File: config.mk
export PLATFORM = sky130hd
export DESIGN_NAME = pipelineControl
export DESIGN_NICKNAME = d
export VERILOG_FILES = /design/src/verilog/csrPkg.sv /design/src/verilog/pipelinePkg.sv /design/src/verilog/hazardIf.sv /design/src/verilog/forwardingUnit.sv /design/src/verilog/hazardCsr.sv /design/src/verilog/hazardDetection.sv /design/src/verilog/pipelineControl.sv /design/src/verilog/pipelineRegs.sv
export VERILOG_INCLUDE_DIRS = /design/src /design/src/verilog
export SDC_FILE = /design/constraint.sdc
export NUM_CORES = 1
export LEC_CHECK = 0
export ABC_AREA = 1
export BUFFER_PORTS_ARGS = -buffer_cell sky130_fd_sc_hd__buf_2
export CORE_ASPECT_RATIO = 1.5
export CORE_MARGIN = 10
export CORE_UTILIZATION = 60
export DETAILED_ROUTE_END_ITERATION = 10
export HOLD_SLACK_MARGIN = 0.03
export PLACE_DENSITY = 0.82
export SETUP_SLACK_MARGIN = 0.4
export SLEW_MARGIN = 5
export SYNTH_ARGS = -nofsm -noshare
export SYNTH_HDL_FRONTEND = slang
export SYNTH_HIERARCHICAL = 1
export SYNTH_SLANG_ARGS = --single-unit
File: constraint.sdc
create_clock -name clk -period 5.22 [get_ports clk]
set_clock_uncertainty 0.2 [all_clocks]
set_input_delay 0.522 -clock clk [delete_from_list [all_inputs] [get_ports clk]]
set_output_delay 0.522 -clock clk [all_outputs]
set_load 0.1 [all_outputs]
File: src/verilog/pipeline_config.svh
`ifndef PIPELINE_CONFIG_SVH
`define PIPELINE_CONFIG_SVH

// ------------------------------
// Register file
// ------------------------------

// Index width for 32 GPRs, r0 hardwired to zero
`define REG_ADDR_W 5

// ------------------------------
// Statistics
// ------------------------------

// Stall and flush counters, saturating
`define COUNT_W 16

`endif
File: src/verilog/csrPkg.sv
`default_nettype none

// Register map of the hazard configuration block
package csrPkg;

    // ------------------------------
    // Addresses
    // ------------------------------
    typedef enum logic [1:0] {
        csrCtrl       = 2'd0, // Bit 0 forwardEnable
        csrStallCount = 2'd1, // Stall cycles, write clears
        csrFlushCount = 2'd2  // IF flush cycles, write clears
    } csrAddr;

    // Address 3 is unmapped and reads zero

endpackage

`default_nettype wire

File: src/verilog/pipelinePkg.sv
`default_nettype none

`include "pipeline_config.svh"

// Types shared by the pipeline tag registers and the hazard logic
package pipelinePkg;

    // EX operand source, textbook MIPS encoding
    typedef enum logic [1:0] {
        fwdNone = 2'b00, // Register file value
        fwdWb   = 2'b01, // MEM/WB result
        fwdMem  = 2'b10  // EX/MEM result, newest wins
    } forwardSel;

    // One instruction as seen by hazard control, no data or PC
    typedef struct packed {
        logic                   valid;    // 0 for bubble or flushed slot
        logic [`REG_ADDR_W-1:0] rs;       // First source
        logic [`REG_ADDR_W-1:0] rt;       // Second source, load destination
        logic [`REG_ADDR_W-1:0] rd;       // Write-back destination
        logic                   usesRt;   // rt is really read
        logic                   regWrite; // Writes rd at WB
        logic                   memRead;  // LW
        logic                   isBranch; // BEQ/BNE
        logic                   isJump;   // J/JAL
        logic                   isJR;     // JR
    } instrTag;

endpackage

`default_nettype wire

File: src/verilog/hazardIf.sv
`default_nettype none

// Stall and flush controls from the hazard unit
interface hazardIf;

    logic pcWrite;       // 0 freezes PC, fetch re-presents tag
    logic ifIdWrite;     // 0 freezes IF/ID
    logic controlMuxSel; // 0 inserts bubble into ID/EX
    logic ifFlush;       // Kill instruction entering IF/ID
    logic idFlush;       // Kill instruction entering ID/EX

    // Producer
    modport unit (output pcWrite, ifIdWrite, controlMuxSel, ifFlush, idFlush);

    // Pipeline registers
    modport pipe (input pcWrite, ifIdWrite, controlMuxSel, ifFlush, idFlush);

    // Statistics only look at stall and flush
    modport monitor (input pcWrite, ifFlush);

endinterface

`default_nettype wire

File: src/verilog/forwardingUnit.sv
`default_nettype none

`include "pipeline_config.svh"

module forwardingUnit (
    input  pipelinePkg::instrTag   idEx,          // Consumer in EX
    input  pipelinePkg::instrTag   exMem,
    input  pipelinePkg::instrTag   memWb,
    input  logic                   forwardEnable,
    output pipelinePkg::forwardSel forwardA,      // rs operand
    output pipelinePkg::forwardSel forwardB       // rt operand
);

    // Source for one operand, EX/MEM outranks MEM/WB
    function automatic pipelinePkg::forwardSel pickSource(
        input logic [`REG_ADDR_W-1:0] src,
        input pipelinePkg::instrTag   mem,
        input pipelinePkg::instrTag   wb
    );
        pickSource = pipelinePkg::fwdNone;
        if (mem.valid && mem.regWrite && (mem.rd != '0) && (mem.rd == src)) begin
            pickSource = pipelinePkg::fwdMem;
        end else if (wb.valid && wb.regWrite && (wb.rd != '0) && (wb.rd == src)) begin
            pickSource = pipelinePkg::fwdWb; // Older result
        end
    endfunction

    // ------------------------------
    // Operand selects
    // ------------------------------
    always_comb begin
        forwardA = pipelinePkg::fwdNone;
        forwardB = pipelinePkg::fwdNone;

        // Bubbles and disabled bypass read the register file
        if (forwardEnable && idEx.valid) begin
            forwardA = pickSource(idEx.rs, exMem, memWb);
            forwardB = pickSource(idEx.rt, exMem, memWb);
        end
    end

endmodule

`default_nettype wire

File: src/verilog/hazardCsr.sv
`default_nettype none

`include "pipeline_config.svh"

module hazardCsr (
    input  logic                clk,
    input  logic                reset,
    hazardIf.monitor            hz,
    input  logic                csrWrite,      // Single-cycle write strobe
    input  csrPkg::csrAddr      csrAddrIn,
    input  logic [`COUNT_W-1:0] csrWdata,
    output logic [`COUNT_W-1:0] csrRdata,      // Combinational read
    output logic                forwardEnable
);

    logic [`COUNT_W-1:0] counts [2]; // 0 stall cycles, 1 flush cycles
    logic [1:0]          countEvent;
    logic [1:0]          countClear;

    assign countEvent = {hz.ifFlush, !hz.pcWrite};
    assign countClear = {csrWrite && (csrAddrIn == csrPkg::csrFlushCount),
                         csrWrite && (csrAddrIn == csrPkg::csrStallCount)};

    // ------------------------------
    // Control register
    // ------------------------------
    always_ff @(posedge clk) begin
        if (reset) begin
            forwardEnable <= 1'b1; // Bypass on out of reset
        end else if (csrWrite && (csrAddrIn == csrPkg::csrCtrl)) begin
            forwardEnable <= csrWdata[0];
        end
    end

    // ------------------------------
    // Statistics
    // ------------------------------
    always_ff @(posedge clk) begin
        for (int i = 0; i < 2; i++) begin
            if (reset || countClear[i]) begin
                counts[i] <= '0;                    // Clear wins over event
            end else if (countEvent[i] && (counts[i] != '1)) begin
                counts[i] <= counts[i] + 1'b1;      // Sticks at all ones
            end
        end
    end

    always_comb begin
        case (csrAddrIn)
            csrPkg::csrCtrl:       csrRdata = {{(`COUNT_W-1){1'b0}}, forwardEnable};
            csrPkg::csrStallCount: csrRdata = counts[0];
            csrPkg::csrFlushCount: csrRdata = counts[1];
            default:               csrRdata = '0; // Unmapped
        endcase
    end

endmodule

`default_nettype wire

File: src/verilog/hazardDetection.sv
`default_nettype none

`include "pipeline_config.svh"

module hazardDetection (
    hazardIf.unit                hz,
    input  pipelinePkg::instrTag ifId,
    input  pipelinePkg::instrTag idEx,
    input  pipelinePkg::instrTag exMem,
    input  logic                 exBranchTaken, // Branch in ID/EX resolved taken
    input  logic                 forwardEnable  // 0 stalls on every RAW
);

    logic loadUse;    // LW in EX feeding ID
    logic rawIdEx;    // Any producer in EX
    logic rawExMem;   // Any producer in MEM
    logic dataHazard;
    logic jumpInId;

    // True when the ID instruction reads dst, r0 never counts
    function automatic logic readsReg(
        input logic [`REG_ADDR_W-1:0] dst,
        input pipelinePkg::instrTag   consumer
    );
        readsReg = (dst != '0) &&
                   ((dst == consumer.rs) ||
                    (consumer.usesRt && (dst == consumer.rt))); // rt only when read
    endfunction

    // ------------------------------
    // Hazard terms
    // ------------------------------
    assign loadUse  = idEx.valid && idEx.memRead && readsReg(idEx.rt, ifId);
    assign rawIdEx  = idEx.valid && idEx.regWrite && readsReg(idEx.rd, ifId);
    assign rawExMem = exMem.valid && exMem.regWrite && readsReg(exMem.rd, ifId);

    // MEM/WB skipped, register file writes first half of cycle
    assign dataHazard = ifId.valid &&
                        (loadUse || (!forwardEnable && (rawIdEx || rawExMem)));

    assign jumpInId = ifId.valid && (ifId.isJump || ifId.isJR);

    // ------------------------------
    // Priority select
    // ------------------------------
    always_comb begin
        hz.pcWrite       = 1'b1; // Normal flow
        hz.ifIdWrite     = 1'b1;
        hz.controlMuxSel = 1'b1;
        hz.ifFlush       = 1'b0;
        hz.idFlush       = 1'b0;

        if (exBranchTaken) begin
            // Wrong-path instructions in IF and ID both die
            hz.ifFlush = 1'b1;
            hz.idFlush = 1'b1;
        end else if (jumpInId) begin
            hz.ifFlush = 1'b1; // Target known in ID, one slot lost
        end else if (dataHazard) begin
            hz.pcWrite       = 1'b0; // Hold fetch
            hz.ifIdWrite     = 1'b0; // Hold consumer in ID
            hz.controlMuxSel = 1'b0; // Bubble into EX
        end
    end

endmodule

`default_nettype wire

File: src/verilog/pipelineControl.sv
`default_nettype none

`include "pipeline_config.svh"

module pipelineControl (
    input  logic                   clk,
    input  logic                   reset,
    // Fetch side, held while pcWrite is low
    input  logic                   fetchValid,
    input  logic [`REG_ADDR_W-1:0] fetchRs,
    input  logic [`REG_ADDR_W-1:0] fetchRt,
    input  logic [`REG_ADDR_W-1:0] fetchRd,
    input  logic                   fetchUsesRt,
    input  logic                   fetchRegWrite,
    input  logic                   fetchMemRead,
    input  logic                   fetchIsBranch,
    input  logic                   fetchIsJump,
    input  logic                   fetchIsJR,
    input  logic                   exBranchTaken,
    // Configuration port
    input  logic                   csrWrite,
    input  logic [1:0]             csrAddrIn,
    input  logic [`COUNT_W-1:0]    csrWdata,
    output logic [`COUNT_W-1:0]    csrRdata,
    // Controls and retire
    output logic                   pcWrite,
    output logic                   ifFlush,
    output logic                   idFlush,
    output logic [1:0]             forwardA,
    output logic [1:0]             forwardB,
    output logic                   wbRegWrite,
    output logic [`REG_ADDR_W-1:0] wbRd
);

    pipelinePkg::instrTag fetchTag;
    pipelinePkg::instrTag ifId;
    pipelinePkg::instrTag idEx;
    pipelinePkg::instrTag exMem;
    pipelinePkg::instrTag memWb;
    logic                 forwardEnable;

    hazardIf hzBus ();

    assign fetchTag = '{valid: fetchValid, rs: fetchRs, rt: fetchRt, rd: fetchRd,
                        usesRt: fetchUsesRt, regWrite: fetchRegWrite,
                        memRead: fetchMemRead, isBranch: fetchIsBranch,
                        isJump: fetchIsJump, isJR: fetchIsJR};

    // ------------------------------
    // Blocks
    // ------------------------------
    hazardDetection hazard0 (.hz(hzBus), .ifId(ifId), .idEx(idEx), .exMem(exMem),
                             .exBranchTaken(exBranchTaken),
                             .forwardEnable(forwardEnable));

    forwardingUnit forward0 (.idEx(idEx), .exMem(exMem), .memWb(memWb),
                             .forwardEnable(forwardEnable),
                             .forwardA(forwardA), .forwardB(forwardB));

    pipelineRegs regs0 (.clk(clk), .reset(reset), .fetchTag(fetchTag), .hz(hzBus),
                        .ifId(ifId), .idEx(idEx), .exMem(exMem), .memWb(memWb));

    hazardCsr csr0 (.clk(clk), .reset(reset), .hz(hzBus), .csrWrite(csrWrite),
                    .csrAddrIn(csrPkg::csrAddr'(csrAddrIn)), .csrWdata(csrWdata),
                    .csrRdata(csrRdata), .forwardEnable(forwardEnable));

    // Control outputs straight off the bus
    assign pcWrite = hzBus.pcWrite;
    assign ifFlush = hzBus.ifFlush;
    assign idFlush = hzBus.idFlush;

    // Retiring write, flushed slots are invalid
    assign wbRegWrite = memWb.valid && memWb.regWrite;
    assign wbRd       = memWb.rd;

endmodule

`default_nettype wire

File: src/verilog/pipelineRegs.sv
`default_nettype none

module pipelineRegs (
    input  logic                 clk,
    input  logic                 reset,
    input  pipelinePkg::instrTag fetchTag, // Decoded instruction from fetch
    hazardIf.pipe                hz,
    output pipelinePkg::instrTag ifId,
    output pipelinePkg::instrTag idEx,
    output pipelinePkg::instrTag exMem,
    output pipelinePkg::instrTag memWb
);

    // Empty slot, valid low and all fields zero
    localparam pipelinePkg::instrTag EmptyTag = '0;

    logic fetchLoad; // New tag accepted into IF/ID
    logic idBubble;  // ID/EX gets an empty slot

    // Fetch only advances when PC and IF/ID move together
    assign fetchLoad = hz.pcWrite && hz.ifIdWrite;

    // Stall bubble or branch kill
    assign idBubble = !hz.controlMuxSel || hz.idFlush;

    // ------------------------------
    // IF/ID
    // ------------------------------
    always_ff @(posedge clk) begin
        if (reset) begin
            ifId <= EmptyTag;
        end else if (hz.ifFlush) begin
            ifId <= EmptyTag;  // Wrong-path fetch dropped
        end else if (fetchLoad) begin
            ifId <= fetchTag;
        end
        // Otherwise held, consumer waits in ID
    end

    // ------------------------------
    // ID/EX
    // ------------------------------
    always_ff @(posedge clk) begin
        if (reset) begin
            idEx <= EmptyTag;
        end else if (idBubble) begin
            idEx <= EmptyTag;
        end else begin
            idEx <= ifId;
        end
    end

    // ------------------------------
    // EX/MEM and MEM/WB
    // ------------------------------

    // No stall reaches past EX, both stages always shift
    always_ff @(posedge clk) begin
        if (reset) begin
            exMem <= EmptyTag;
            memWb <= EmptyTag;
        end else begin
            exMem <= idEx;
            memWb <= exMem; // Retires next cycle via wb ports
        end
    end

endmodule

`default_nettype wire

==> flow_metrics.py <==
metrics = {
    "flow_run": {
        "max_cap_viol_count": 0,
    },
    "power_and_ir_drop": {
        "swShare": 0.277,
        "clkPwrFrac": 0.374,
        "p_per_area_nw_per_um2": 271,
        "peakVddDrop_uv": 195,
        "intPower_uw": 1100,
        "seq_power_share": 0.497,
        "power_uw": 1510,
        "switchingPower_uw": 419,
        "p_leak_uw": 0.00254,
        "power_frac_comb": 0.129,
    },
    "global_routing": {
        "overflow": 0,
        "grt_max_degree": 43,
        "grt_first_pass_wirelength_um": 20100,
        "antenna_found_initial": 0,
        "grt_use_total": 0.198,
        "grt_pass1_vias": 4463,
    },
    "die": {
        "core_region_area_um2": 8310,
        "fp.dieH_um": 132,
        "initial_core_util": 0.608,
        "rows": 41,
        "io_pins": 73,
        "chipWidth_um": 94.9,
        "die-area_um2": 12600,
    },
    "drt": {
        "wl_um": 12200,
        "antenna_left": 0,
        "drt_iter0_drc": 261,
        "drc": 0,
        "dr_total_vias": 4594,
        "wl_per_cell_um": 13.3,
        "first_pass_iters": 5,
        "viasPerCell": 5.03,
    },
    "layout": {
        "n_antenna_cell": 0,
        "fillCellCount": 771,
        "final_area_um2": 5580,
        "multi_input_area_um2": 2360,
        "nNetsFinal": 847,
        "register_area_um2": 2040,
        "final-instance-count-excl-fill": 913,
        "area_growth_pct": 10.4,
        "drive_gt1_frac": 0.144,
    },
    "placed_design": {
        "place_hpwl_um": 9440,
        "dp_cells": 897,
        "place.gp.congestion": 0.956,
        "placed_area_um2": 5310,
        "io_buffers": 56,
    },
    "sta": {
        "fin_crit_sh": 0.544,
        "finalHoldViolCount": 0,
        "min_period_ps": 2840,
        "fin_tns_setup_ps": 0,
        "max_freq_mhz": 352,
        "setup_viol": 0,
        "tightest_slew_ps": 714,
        "final_max_slew_viol_count": 0,
        "rsz0062_at_grt": "no",
        "hold_slack_ps": 208,
        "slew_headroom": 0.523,
    },
    "cts": {
        "cts_tree": "yes",
        "cts_resized": 0,
        "post_cts_buffers": 0,
        "cts_root_buf": "clkbuf_16",
        "cts.htree.levels": 3,
        "cts.sinks": 86,
        "worst_skew_pair.late_latency_ps": 340,
        "clk_pin_slew_ps": 60,
        "holdBufCountCts": 0,
        "clockBufferDepth": 2,
        "numCtsBuffers": 9,
    },
    "min_path": {
        "whs_path_depth": 3,
        "holdCritPathClass": "input pin to flop",
    },
    "synthesis": {
        "syn_nets": 800,
        "syn_avg_cell_area_um2": 6.70,
        "synthCells": 754,
        "syn-cell-area_um2": 5050,
        "ys_warn_count": 6,
    },
    "critical_path": {
        "cp.required_ps": 4500,
        "reg2regPathDepth": 14,
        "start_kind": "flop",
        "path_max_fanout": 8,
        "cp-end-kind": "output pin",
        "crit_arrival_ps": 2120,
        "path_class": "flop to output pin",
    },
    "outcome": {
        "status": "finished, final reports clean",
    },
}
## state kept, by name, indices dropped and copies added, names as in the netlist
| register | cells |
|---|---|
| regs0/memWb | 7 |
| regs0/exMem | 7 |
| regs0/idEx | 18 |
| regs0/ifId | 21 |
| csr0/counts | 32 |
| csr0/forwardEnable | 1 |
## path summary, 6_finish.rpt
check | startpoint | slack, ps | endpoint
max reg2reg | regs0/exMem[10]$_SDFF_PP0_ | 2510 | csr0/counts[0][10]$_SDFFCE_PN0P_
max | regs0/exMem[10]$_SDFF_PP0_ | 2380 | pcWrite
min reg2reg | regs0/ifId[9]$_SDFFE_PP0P_ | 240 | regs0/idEx[9]$_SDFF_PP0_
min | fetchRd[3] | 210 | regs0/ifId[9]$_SDFFE_PP0P_
## metal layers
metal  track usage  share of wire  vias to the layer above
li1              -              -                     2373
met4         0.104          0.036                        0
met2         0.363           0.53                      140
met1         0.203           0.38                     2048
met5             0              0                        -
met3        0.0359          0.053                       33
## power groups by stage
stage | clock, uW | sequential [uW] | combinational (uW)
2_1_floorplan | 0 | 757 | 159
3_3_place_gp | 0 | 766 | 191
3_5_place_dp | 0 | 767 | 193
4_1_cts | 585 | 752 | 195
5_1_grt | 609 | 756 | 214
6_report | 567 | 753 | 195
## area by class of cell
cell class              count  area share
well taps                 107      0.0240
inverters                 133      0.0897
flip-flops and latches     86       0.366
repair buffers             56      0.0502
multi-input cells         515       0.422
clock inverters             6     0.00673
clock buffers              10      0.0413
## metrics by stage
stage / worst slack [ps] / utilization
2_1_floorplan: 1710 / -
3_3_place_gp: 2540 / 0.639
3_5_place_dp: 2510 / 0.639
4_1_cts: 2340 / 0.671
5_1_grt: 2180 / 0.671
6_report: 2380 / 0.671
## worst max-delay path, stage by stage (launching register included)
cell,delay (ps)
dfxtp_1,530
nand2_1,90
nand2_1,80
nor2_1,50
nand3_1,70
nand2_1,50
nand2_1,70
nand2_1,50
nand2_1,60
nand2_1,50
nand2_1,190
buf_2,480
## placed cells by master (no fill, tap or decap)
cell and n:
nor2_8 1, o221ai_1 1, buf_2 56, clkbuf_2 1, nand3_1 40, nand3_4 2, nand4_1 12, a21oi_1 4
nand3_2 1, dfxtp_1 54, nor2_1 151, clkbuf_16 9, xnor2_1 11, inv_2 13, ha_1 2, clkinv_2 4
inv_1 119, nor3_1 3, edfxtp_1 32, nor2_2 18, nand2_2 5, o21ai_0 11, nand2_1 221, nand3b_4 1
clkinv_4 1, xor2_1 14, o31ai_1 1, o21ai_2 2, o22ai_1 14, inv_4 1, clkinvlp_4 1
(Power assumes the default switching activity.)
